[config.mk]
export PLATFORM = sky130hd
export DESIGN_NAME = trap_unit_top
export DESIGN_NICKNAME = d
export VERILOG_FILES = /design/src/csr_pkg.sv /design/src/clint_timer.sv /design/src/machine_csr.sv /design/src/trap_sequencer.sv /design/src/trap_unit_top.sv
export SDC_FILE = /design/constraint.sdc
export NUM_CORES = 1
export LEC_CHECK = 0
export BUFFER_PORTS_ARGS = -buffer_cell sky130_fd_sc_hd__buf_4
export CAP_MARGIN = 5
export CORE_MARGIN = 2
export CORE_UTILIZATION = 51
export DETAILED_ROUTE_END_ITERATION = 10
export PLACE_DENSITY_LB_ADDON = 0.08
export SETUP_SLACK_MARGIN = 0.2
export SLEW_MARGIN = 20
export SYNTH_ARGS = -nofsm -noshare
export SYNTH_HDL_FRONTEND = slang
export SYNTH_HIERARCHICAL = 1
export SYNTH_SLANG_ARGS = --single-unit
[constraint.sdc]
create_clock -name clk -period 5.1 [get_ports clk]
set_input_delay 0.51 -clock clk [delete_from_list [all_inputs] [get_ports clk]]
set_output_delay 0.51 -clock clk [all_outputs]
set_load 0.005 [all_outputs]
[src/csr_pkg.sv]
package csr_pkg;

    // register width of the core
    localparam int unsigned XLEN = 64;

    typedef logic [11:0] csr_addr_t;

    // machine CSR indices
    localparam csr_addr_t CSR_MCYCLE   = 12'hb00;
    localparam csr_addr_t CSR_MSTATUS  = 12'h300;
    localparam csr_addr_t CSR_MIE      = 12'h304;
    localparam csr_addr_t CSR_MTVEC    = 12'h305;
    localparam csr_addr_t CSR_MSCRATCH = 12'h340;
    localparam csr_addr_t CSR_MEPC     = 12'h341;
    localparam csr_addr_t CSR_MCAUSE   = 12'h342;
    localparam csr_addr_t CSR_MIP      = 12'h344;

    // mstatus field positions
    localparam int unsigned MSTATUS_MIE    = 3;
    localparam int unsigned MSTATUS_MPIE   = 7;
    localparam int unsigned MSTATUS_MPP_LO = 11;
    localparam int unsigned MSTATUS_FS_LO  = 13;
    localparam int unsigned MSTATUS_SD     = 63;

    // timer enable and pending bits in mie / mip
    localparam int unsigned MIE_MTIE = 7;
    localparam int unsigned MIP_MTIP = 7;

    // trap causes
    localparam logic [XLEN-1:0] MCAUSE_ECALL_M = 64'd11;
    localparam logic [XLEN-1:0] MCAUSE_MTIMER  = {1'b1, {(XLEN-4){1'b0}}, 3'd7};

    // clint register selects
    localparam logic TMR_ADDR_MTIME    = 1'b0;
    localparam logic TMR_ADDR_MTIMECMP = 1'b1;

    typedef enum logic [1:0] {
        SEQ_IDLE       = 2'd0,
        SEQ_TRAP_REDIR = 2'd1,
        SEQ_RET_REDIR  = 2'd2
    } seq_state_t;

endpackage

[src/clint_timer.sv]
`timescale 1ns/1ns

module clint_timer #(
    parameter int unsigned TICK_DIV = 4
) (
    input  logic                     clk,
    input  logic                     wr_mscrstch,
    input  logic                     tmr_wr_en,
    input  logic                     tmr_addr,
    input  logic [csr_pkg::XLEN-1:0] tmr_wdata,
    output logic [csr_pkg::XLEN-1:0] tmr_rdata,
    output logic                     mtip
);
    import csr_pkg::*;

    // at least one bit so a divide by one still builds
    localparam int unsigned PW = (TICK_DIV > 1) ? $clog2(TICK_DIV) : 1;

    logic [PW-1:0]   presc;
    logic            tick;
    logic [XLEN-1:0] mtime;
    logic [XLEN-1:0] mtimecmp;

    assign tick = (presc == PW'(TICK_DIV - 1));

    always_ff @(posedge clk) begin
        if (wr_mscrstch) begin
            presc <= '0;
        end else if (tick) begin
            presc <= '0;
        end else begin
            presc <= presc + 1'b1;
        end
    end

    // software write wins over the tick
    always_ff @(posedge clk) begin
        if (wr_mscrstch) begin
            mtime <= '0;
        end else if (tmr_wr_en && tmr_addr == TMR_ADDR_MTIME) begin
            mtime <= tmr_wdata;
        end else if (tick) begin
            mtime <= mtime + 1'b1;
        end
    end

    // all ones keeps the interrupt quiet until software arms it
    always_ff @(posedge clk) begin
        if (wr_mscrstch) begin
            mtimecmp <= '1;
        end else if (tmr_wr_en && tmr_addr == TMR_ADDR_MTIMECMP) begin
            mtimecmp <= tmr_wdata;
        end
    end

    assign tmr_rdata = (tmr_addr == TMR_ADDR_MTIMECMP) ? mtimecmp : mtime;

    always_ff @(posedge clk) begin
        if (wr_mscrstch) begin
            mtip <= 1'b0;
        end else begin
            mtip <= (mtime >= mtimecmp);
        end
    end

endmodule

[src/machine_csr.sv]
`timescale 1ns/1ns

module machine_csr (
    input  logic                     clk,
    input  logic                     wr_mscrstch,
    input  logic [csr_pkg::XLEN-1:0] pc_i,
    input  logic                     csr_rd_en,
    input  logic                     csr_wr_en,
    input  csr_pkg::csr_addr_t       csr_idx,
    input  logic                     cmt_mret_ena,
    input  logic                     ecall_trap_ena,
    input  logic [csr_pkg::XLEN-1:0] trap_mcause_value,
    input  logic                     tmr_intr_ena,
    output logic                     tmr_trap_ena,
    output logic [csr_pkg::XLEN-1:0] read_csr_data,
    input  logic [csr_pkg::XLEN-1:0] wbck_csr_data,
    input  logic                     ex_stall
);
    import csr_pkg::*;

    logic            trap_enter;
    logic [XLEN-1:0] mcycle;
    logic            mstatus_mie;
    logic            mstatus_mpie;
    logic [1:0]      mstatus_mpp;
    logic [1:0]      mstatus_fs;
    logic [XLEN-1:0] mstatus;
    logic [XLEN-1:2] mtvec_base;
    logic [XLEN-1:0] mtvec;
    logic [XLEN-1:0] mepc;
    logic [XLEN-1:0] mcause;
    logic            mie_mtie;
    logic [XLEN-1:0] mie;
    logic            mip_mtip;
    logic [XLEN-1:0] mip;
    logic [XLEN-1:0] mscratch;

    // address decode
    wire mcycle_sel   = (csr_idx == CSR_MCYCLE);
    wire mstatus_sel  = (csr_idx == CSR_MSTATUS);
    wire mtvec_sel    = (csr_idx == CSR_MTVEC);
    wire mepc_sel     = (csr_idx == CSR_MEPC);
    wire mcause_sel   = (csr_idx == CSR_MCAUSE);
    wire mie_sel      = (csr_idx == CSR_MIE);
    wire mip_sel      = (csr_idx == CSR_MIP);
    wire mscratch_sel = (csr_idx == CSR_MSCRATCH);

    wire mcycle_wr   = csr_wr_en && mcycle_sel;
    wire mstatus_wr  = csr_wr_en && mstatus_sel;
    wire mtvec_wr    = csr_wr_en && mtvec_sel;
    wire mcause_wr   = csr_wr_en && mcause_sel;
    wire mie_wr      = csr_wr_en && mie_sel;
    wire mscratch_wr = csr_wr_en && mscratch_sel;

    // a timer trap only lands while the core is not stalled
    assign trap_enter = ecall_trap_ena | (tmr_trap_ena & ~ex_stall);

    // trap entry forces mtvec onto the read port, mret forces mepc
    wire mcycle_rd   = csr_rd_en && mcycle_sel;
    wire mstatus_rd  = csr_rd_en && mstatus_sel;
    wire mtvec_rd    = (csr_rd_en && mtvec_sel) | trap_enter;
    wire mepc_rd     = (csr_rd_en && mepc_sel) | cmt_mret_ena;
    wire mcause_rd   = csr_rd_en && mcause_sel;
    wire mie_rd      = csr_rd_en && mie_sel;
    wire mip_rd      = csr_rd_en && mip_sel;
    wire mscratch_rd = csr_rd_en && mscratch_sel;

    // free running cycle counter
    always_ff @(posedge clk) begin
        if (wr_mscrstch) begin
            mcycle <= '0;
        end else if (mcycle_wr) begin
            mcycle <= wbck_csr_data;
        end else begin
            mcycle <= mcycle + 1'b1;
        end
    end

    // mstatus interrupt stack
    wire mstatus_ena = mstatus_wr | cmt_mret_ena | trap_enter;

    always_ff @(posedge clk) begin
        if (wr_mscrstch) begin
            mstatus_mie  <= 1'b0;
            mstatus_mpie <= 1'b0;
        end else if (mstatus_ena && !ex_stall) begin
            if (trap_enter) begin
                mstatus_mpie <= mstatus_mie;
                mstatus_mie  <= 1'b0;
            end else if (cmt_mret_ena) begin
                mstatus_mpie <= 1'b1;
                mstatus_mie  <= mstatus_mpie;
            end else begin
                mstatus_mpie <= wbck_csr_data[MSTATUS_MPIE];
                mstatus_mie  <= wbck_csr_data[MSTATUS_MIE];
            end
        end
    end

    // previous privilege is not held back by the stall
    always_ff @(posedge clk) begin
        if (wr_mscrstch) begin
            mstatus_mpp <= 2'b00;
        end else if (trap_enter) begin
            mstatus_mpp <= 2'b11;
        end else if (cmt_mret_ena) begin
            mstatus_mpp <= 2'b00;
        end else if (mstatus_wr) begin
            mstatus_mpp <= wbck_csr_data[MSTATUS_MPP_LO +: 2];
        end
    end

    always_ff @(posedge clk) begin
        if (wr_mscrstch) begin
            mstatus_fs <= 2'b00;
        end else if (mstatus_wr) begin
            mstatus_fs <= wbck_csr_data[MSTATUS_FS_LO +: 2];
        end
    end

    always_comb begin
        mstatus                      = '0;
        mstatus[MSTATUS_SD]          = (mstatus_fs == 2'b11);
        mstatus[MSTATUS_FS_LO +: 2]  = mstatus_fs;
        mstatus[MSTATUS_MPP_LO +: 2] = mstatus_mpp;
        mstatus[MSTATUS_MPIE]        = mstatus_mpie;
        mstatus[MSTATUS_MIE]         = mstatus_mie;
    end

    // direct mode only
    always_ff @(posedge clk) begin
        if (wr_mscrstch) begin
            mtvec_base <= '0;
        end else if (mtvec_wr) begin
            mtvec_base <= wbck_csr_data[XLEN-1:2];
        end
    end

    assign mtvec = {mtvec_base, 2'b00};

    // trap entry stores the pc through the write-back path
    always_ff @(posedge clk) begin
        if (wr_mscrstch) begin
            mepc <= '0;
        end else if ((csr_wr_en && mepc_sel) || trap_enter) begin
            mepc <= {wbck_csr_data[XLEN-1:2], 2'b00};
        end
    end

    always_ff @(posedge clk) begin
        if (wr_mscrstch) begin
            mcause <= '0;
        end else if (trap_enter) begin
            mcause <= trap_mcause_value;
        end else if (mcause_wr) begin
            mcause <= wbck_csr_data;
        end
    end

    // only the timer enable is implemented
    always_ff @(posedge clk) begin
        if (wr_mscrstch) begin
            mie_mtie <= 1'b0;
        end else if (mie_wr) begin
            mie_mtie <= wbck_csr_data[MIE_MTIE];
        end
    end

    always_comb begin
        mie           = '0;
        mie[MIE_MTIE] = mie_mtie;
    end

    // pending bit tracks the timer level and ignores software writes
    always_ff @(posedge clk) begin
        if (wr_mscrstch) begin
            mip_mtip <= 1'b0;
        end else begin
            mip_mtip <= tmr_intr_ena;
        end
    end

    always_comb begin
        mip           = '0;
        mip[MIP_MTIP] = mip_mtip;
    end

    assign tmr_trap_ena = mip_mtip & mstatus_mie & mie_mtie & (pc_i != '0);

    always_ff @(posedge clk) begin
        if (wr_mscrstch) begin
            mscratch <= '0;
        end else if (mscratch_wr) begin
            mscratch <= wbck_csr_data;
        end
    end

    assign read_csr_data = ({XLEN{mcycle_rd}}   & mcycle)
                         | ({XLEN{mstatus_rd}}  & mstatus)
                         | ({XLEN{mtvec_rd}}    & mtvec)
                         | ({XLEN{mepc_rd}}     & mepc)
                         | ({XLEN{mcause_rd}}   & mcause)
                         | ({XLEN{mie_rd}}      & mie)
                         | ({XLEN{mip_rd}}      & mip)
                         | ({XLEN{mscratch_rd}} & mscratch);

endmodule

[src/trap_sequencer.sv]
`timescale 1ns/1ns

module trap_sequencer (
    input  logic                     clk,
    input  logic                     wr_mscrstch,
    input  logic                     ex_stall,
    input  logic                     ecall_req,
    input  logic                     mret_req,
    input  logic                     tmr_trap_ena,
    input  logic [csr_pkg::XLEN-1:0] pc,
    input  logic [csr_pkg::XLEN-1:0] csr_wdata,
    input  logic [csr_pkg::XLEN-1:0] read_csr_data,
    output logic                     ecall_trap_ena,
    output logic                     cmt_mret_ena,
    output logic [csr_pkg::XLEN-1:0] trap_mcause_value,
    output logic [csr_pkg::XLEN-1:0] wbck_csr_data,
    output logic                     redirect_valid,
    output logic [csr_pkg::XLEN-1:0] redirect_pc
);
    import csr_pkg::*;

    seq_state_t state;
    seq_state_t state_nxt;
    logic       can_take;
    logic       tmr_take;
    logic       take_any;

    // requests only land in idle with the pipe moving
    assign can_take = (state == SEQ_IDLE) && !ex_stall;

    // timer beats ecall, ecall beats mret
    assign tmr_take       = can_take && tmr_trap_ena;
    assign ecall_trap_ena = can_take && !tmr_trap_ena && ecall_req;
    assign cmt_mret_ena   = can_take && !tmr_trap_ena && !ecall_req && mret_req;
    assign take_any       = tmr_take | ecall_trap_ena | cmt_mret_ena;

    assign trap_mcause_value = tmr_trap_ena ? MCAUSE_MTIMER : MCAUSE_ECALL_M;

    // trapping pc goes into mepc over the normal write path
    assign wbck_csr_data = (ecall_trap_ena || tmr_trap_ena) ? pc : csr_wdata;

    always_comb begin
        state_nxt = SEQ_IDLE;
        case (state)
            SEQ_IDLE: begin
                if (tmr_take || ecall_trap_ena) begin
                    state_nxt = SEQ_TRAP_REDIR;
                end else if (cmt_mret_ena) begin
                    state_nxt = SEQ_RET_REDIR;
                end
            end
            default: begin
                state_nxt = SEQ_IDLE;
            end
        endcase
    end

    always_ff @(posedge clk) begin
        if (wr_mscrstch) begin
            state <= SEQ_IDLE;
        end else begin
            state <= state_nxt;
        end
    end

    // csr file presents mtvec or mepc in the accepting cycle
    always_ff @(posedge clk) begin
        if (take_any) begin
            redirect_pc <= read_csr_data;
        end
    end

    assign redirect_valid = (state == SEQ_TRAP_REDIR) || (state == SEQ_RET_REDIR);

endmodule

[src/trap_unit_top.sv]
`timescale 1ns/1ns

module trap_unit_top #(
    parameter int unsigned TICK_DIV = 4
) (
    input  logic                     clk,
    input  logic                     wr_mscrstch,
    input  logic [csr_pkg::XLEN-1:0] pc,
    input  logic                     csr_rd_en,
    input  logic                     csr_wr_en,
    input  csr_pkg::csr_addr_t       csr_idx,
    input  logic [csr_pkg::XLEN-1:0] csr_wdata,
    input  logic                     ecall_req,
    input  logic                     mret_req,
    input  logic                     ex_stall,
    input  logic                     tmr_wr_en,
    input  logic                     tmr_addr,
    input  logic [csr_pkg::XLEN-1:0] tmr_wdata,
    output logic [csr_pkg::XLEN-1:0] csr_rdata,
    output logic                     redirect_valid,
    output logic [csr_pkg::XLEN-1:0] redirect_pc,
    output logic [csr_pkg::XLEN-1:0] tmr_rdata
);
    import csr_pkg::*;

    logic            mtip;
    logic            tmr_trap_ena;
    logic            ecall_trap_ena;
    logic            cmt_mret_ena;
    logic [XLEN-1:0] read_csr_data;
    logic [XLEN-1:0] trap_mcause_value;
    logic [XLEN-1:0] wbck_csr_data;

    assign csr_rdata = read_csr_data;

    clint_timer #(
        .TICK_DIV (TICK_DIV)
    ) u_timer (
        .clk         (clk),
        .wr_mscrstch (wr_mscrstch),
        .tmr_wr_en   (tmr_wr_en),
        .tmr_addr    (tmr_addr),
        .tmr_wdata   (tmr_wdata),
        .tmr_rdata   (tmr_rdata),
        .mtip        (mtip)
    );

    machine_csr u_csr (
        .clk               (clk),
        .wr_mscrstch       (wr_mscrstch),
        .pc_i              (pc),
        .csr_rd_en         (csr_rd_en),
        .csr_wr_en         (csr_wr_en),
        .csr_idx           (csr_idx),
        .cmt_mret_ena      (cmt_mret_ena),
        .ecall_trap_ena    (ecall_trap_ena),
        .trap_mcause_value (trap_mcause_value),
        .tmr_intr_ena      (mtip),
        .tmr_trap_ena      (tmr_trap_ena),
        .read_csr_data     (read_csr_data),
        .wbck_csr_data     (wbck_csr_data),
        .ex_stall          (ex_stall)
    );

    trap_sequencer u_seq (
        .clk               (clk),
        .wr_mscrstch       (wr_mscrstch),
        .ex_stall          (ex_stall),
        .ecall_req         (ecall_req),
        .mret_req          (mret_req),
        .tmr_trap_ena      (tmr_trap_ena),
        .pc                (pc),
        .csr_wdata         (csr_wdata),
        .read_csr_data     (read_csr_data),
        .ecall_trap_ena    (ecall_trap_ena),
        .cmt_mret_ena      (cmt_mret_ena),
        .trap_mcause_value (trap_mcause_value),
        .wbck_csr_data     (wbck_csr_data),
        .redirect_valid    (redirect_valid),
        .redirect_pc       (redirect_pc)
    );

endmodule

==> impl_metrics.prom <==
# TYPE chip_impl_metric gauge
chip_impl_metric{name="share_of_cell_area_taken_by_muxes_after_synthesis",unit="%"} 7.14
chip_impl_metric{name="first_global_vias",unit=""} 25200
chip_impl_metric{name="design.die.area",unit="sq um"} 57400
chip_impl_metric{name="netlist.area_leader.share",unit="%"} 32.3
chip_impl_info{name="netlist.top_cell.by_area",value="dfxtp_1"} 1
chip_impl_metric{name="initial_utilization",unit="%"} 51.5
chip_impl_metric{name="wirelength",unit="mm"} 93.5
chip_impl_metric{name="cp.arrival",unit="ns"} 3.75
chip_impl_metric{name="synth_fa_ha_area_share",unit="%"} 3.01
chip_impl_info{name="layout.cells.most_common_list",value="nand2_1, dfxtp_1, buf_4"} 1
chip_impl_metric{name="design.portCount",unit=""} 406
chip_impl_metric{name="clock_sink_count",unit=""} 521
chip_impl_metric{name="via_count",unit=""} 26300
chip_impl_info{name="layout_commonest_cell",value="nand2_1"} 1
chip_impl_metric{name="setup_slack",unit="ns"} 0.837
chip_impl_metric{name="layout-drive-gt1-share",unit="%"} 19.6
chip_impl_metric{name="average_detailed_routed_wire_length_per_instance",unit="um"} 21.3
chip_impl_metric{name="static-leakage-power",unit="nW"} 13.1
chip_impl_metric{name="numCtsBuffers",unit=""} 58
chip_impl_metric{name="mappedNetlistArea",unit="sq um"} 28300
chip_impl_metric{name="grt_antenna_before_repair",unit=""} 2
chip_impl_metric{name="post_synth_xor_area_fraction",unit="%"} 3.50
chip_impl_metric{name="detailed_place.area",unit="sq um"} 31400
chip_impl_metric{name="nets",unit=""} 3866
chip_impl_metric{name="chipHeight",unit="um"} 240
chip_impl_metric{name="worstPathMaxFanout",unit=""} 21
chip_impl_metric{name="post_cts_buffers",unit=""} 0
chip_impl_metric{name="areaGrowthSynthToFinish",unit="%"} 17.7
chip_impl_metric{name="max_slew.worst_pin.slew",unit="ns"} 1.18
chip_impl_metric{name="yosys.area_share.simple",unit="%"} 24.1
chip_impl_metric{name="finalInstanceArea",unit="sq um"} 33300
chip_impl_metric{name="grt.total_usage",unit="%"} 31.2
chip_impl_metric{name="drt_iter0_drc",unit=""} 2379
chip_impl_metric{name="timing.setup.tns",unit="ns"} 0
chip_impl_metric{name="clk_pin_slew",unit="ns"} 0.06
chip_impl_metric{name="buffer_ports.inserted",unit=""} 405
chip_impl_info{name="combinational_family_with_the_most_area_after_synthesis",value="simple AND/OR/NAND/NOR gates"} 1
chip_impl_metric{name="routed_via_density",unit=""} 6.01
chip_impl_metric{name="maxClockFrequency",unit="MHz"} 235
chip_impl_info{name="min_path_type",value="in -> reg"} 1
chip_impl_metric{name="ir_drop",unit="uV"} 259
chip_impl_metric{name="ys_seq_area_share",unit="%"} 39.1
chip_impl_metric{name="htree_num_levels",unit=""} 2
chip_impl_metric{name="grt_start_max_net_pins",unit=""} 202
chip_impl_metric{name="final.hold.worst_slack",unit="ns"} 0.131
chip_impl_metric{name="route.detailed.drc",unit=""} 0
chip_impl_metric{name="number_of_placement_rows",unit=""} 86
chip_impl_metric{name="synthesis.yosys.warnings",unit=""} 6
chip_impl_metric{name="synth_enable_flop_cells",unit=""} 64
chip_impl_info{name="grt_setup_unrepaired",value="no"} 1
chip_impl_metric{name="hold_viol_final",unit=""} 0
chip_impl_metric{name="postCtsHoldBufs",unit=""} 0
chip_impl_metric{name="syn_inst",unit=""} 3336
chip_impl_metric{name="finalCritPeriodShare",unit="%"} 83.6
chip_impl_info{name="startpoint_type",value="primary input"} 1
chip_impl_metric{name="insertion_delay",unit="ns"} 0.62
chip_impl_metric{name="power-per-cell-area",unit="nW/um^2"} 292
chip_impl_metric{name="last_weighted_congestion_value_of_the_routability_driven_placer",unit=""} 0.918
chip_impl_metric{name="ctsLongestPathBuffers",unit=""} 3
chip_impl_metric{name="cts-resized-gates",unit=""} 0
chip_impl_metric{name="final_max_slew_viol_count",unit=""} 0
chip_impl_metric{name="synth_compound_gate_area_share",unit="%"} 16.1
chip_impl_metric{name="core_area",unit="sq um"} 55000
chip_impl_metric{name="syn-mean-instance-area",unit="sq um"} 8.49
chip_impl_metric{name="count_of_different_cell_masters_after_synthesis",unit=""} 66
chip_impl_metric{name="worstPathRequired",unit="ns"} 4.59
chip_impl_metric{name="max_cap_violations",unit=""} 0
chip_impl_metric{name="grt_pass1_wl",unit="mm"} 142
chip_impl_metric{name="grt-ovfl-total",unit=""} 0
chip_impl_info{name="postSynth.topFlopCell",value="dfxtp_1"} 1
chip_impl_info{name="synth.area.top_cells",value="dfxtp_1, nand2_1, edfxtp_1"} 1
chip_impl_metric{name="drt_pass1_iterations",unit=""} 7
chip_impl_info{name="status",value="finished clean"} 1
chip_impl_metric{name="die_x",unit="um"} 240
chip_impl_metric{name="final.min_clock_period",unit="ns"} 4.26
chip_impl_info{name="cell_chosen_for_the_clock_root",value="clkbuf_16"} 1
chip_impl_metric{name="final_antenna_net_count",unit=""} 0
chip_impl_metric{name="fin_worst_skew",unit="ns"} 0.0172
chip_impl_metric{name="dp_worst_setup_slack",unit="ns"} 0.878
chip_impl_info{name="cts_tree",value="yes"} 1
chip_impl_info{name="kind_of_capture_point_of_the_worst_setup_path",value="primary output"} 1
chip_impl_info{name="timing_worst_setup_path_type",value="in -> out"} 1
chip_impl_metric{name="setup_violations",unit=""} 0
chip_impl_metric{name="fillCellCount",unit=""} 4864
chip_impl_metric{name="proportion_of_register_bits_with_asynchronous_set_or_reset_after_synthesis",unit="%"} 0
chip_impl_metric{name="max-slew-margin-rel",unit="%"} 21.4
chip_impl_metric{name="final_hpwl_dp",unit="mm"} 61.4
chip_impl_metric{name="synth_seq_cells",unit=""} 521
-- logic make-up (layout without fill, tap and decap cells) --
family                     count (synthesis)  in the layout
xor gates and xnor gates                 113            113
AOI/OAI and AO/OA                        626            626
other                                      2             63
buffers and inverters                    422            661
adders and majority gates                 68             68
and+or+nand+nor                         1390           1390
muxes                                    194            194
DFF                                      521            521
-- cell type report --
cell class	count	area (sq um)	area share [%]
inverter	101	379	1.14
clock buffer	92	1730	5.20
clock inverter	17	133	0.398
timing repair buffer	451	3480	10.5
tap	748	936	2.81
antenna	2	5.00	0.0150
multi-input combinational	2452	15600	46.8
sequential	521	11100	33.2
-- metrics by stage --
stage	power, mW	instances	util, %
6_report	9.74	4384	60.6
5_1_grt	10.1	4384	60.6
4_1_cts	9.78	4382	60.6
3_5_place_dp	5.66	4273	57.2
3_3_place_gp	5.63	4273	57.2
2_1_floorplan	5.17	3395	-
-- path summary, 6_finish.rpt --
kind	endpoint	slack, ns	startpoint	cells after the start
min	u_timer/mtimecmp[14]$_SDFFE_PP1P_	0.13	tmr_wdata[14]	3
min reg2reg	u_timer/presc[0]$_SDFF_PP0_	0.44	u_timer/presc[0]$_SDFF_PP0_	1
max reg2reg	u_seq/redirect_pc[47]$_DFFE_PP_	1.57	u_csr/mip_mtip$_SDFF_PP0_	7
max	csr_rdata[28]	0.84	pc[34]	13
-- registers in the layout, summed over array words and instances, names as in the netlist, 62 cells and up --
name and count:
u_csr/mcycle 64, u_timer/mtime 64, u_csr/mepc 62, u_csr/mtvec_base 62, u_csr/mcause 64, u_seq/redirect_pc 64, u_csr/mscratch 64, u_timer/mtimecmp 64
-- report_power, final --
part | switching [mW] | internal, mW
combinational | 0.667 | 0.494
sequential | 0.127 | 4.31
clock | 1.73 | 2.41
-- cells in the mapped netlist (46+ instances only) --
| library cell | number |
|---|---|
| buf_4 | 71 |
| nand3_1 | 238 |
| dfxtp_1 | 457 |
| mux2_2 | 64 |
| o211ai_2 | 60 |
| clkbuf_1 | 194 |
| nand2b_1 | 68 |
| nor2_1 | 266 |
| ha_1 | 68 |
| xnor2_1 | 85 |
| a22oi_1 | 59 |
| a211oi_1 | 144 |
| nand4_1 | 46 |
| nand4b_1 | 66 |
| a222oi_1 | 63 |
| edfxtp_1 | 64 |
| nand2_1 | 527 |
| inv_1 | 101 |
| o21ai_0 | 65 |
| a21oi_1 | 189 |
| mux2i_1 | 130 |
-- worst max-delay path: stages --
cell,delay (ns)
buf_4,0.12
nor4_1,0.62
buf_4,0.25
nand4_1,0.22
nor4_2,0.38
nor2_4,0.20
nor3_1,0.22
buf_4,0.17
a41o_2,0.20
buf_4,0.29
a22oi_1,0.14
nand3_1,0.23
buf_4,0.17
-- routing by layer --
metal  track usage (%)  vias up  part of all wire [%]
met2              52.9     1057                    48
met1              39.3    12700                    41
li1                  -    12400                     -
met5                 0        -                     0
met3              5.74      198                   8.2
met4              12.0        0                   3.4
No activity file was read; power rests on OpenSTA's default activity.
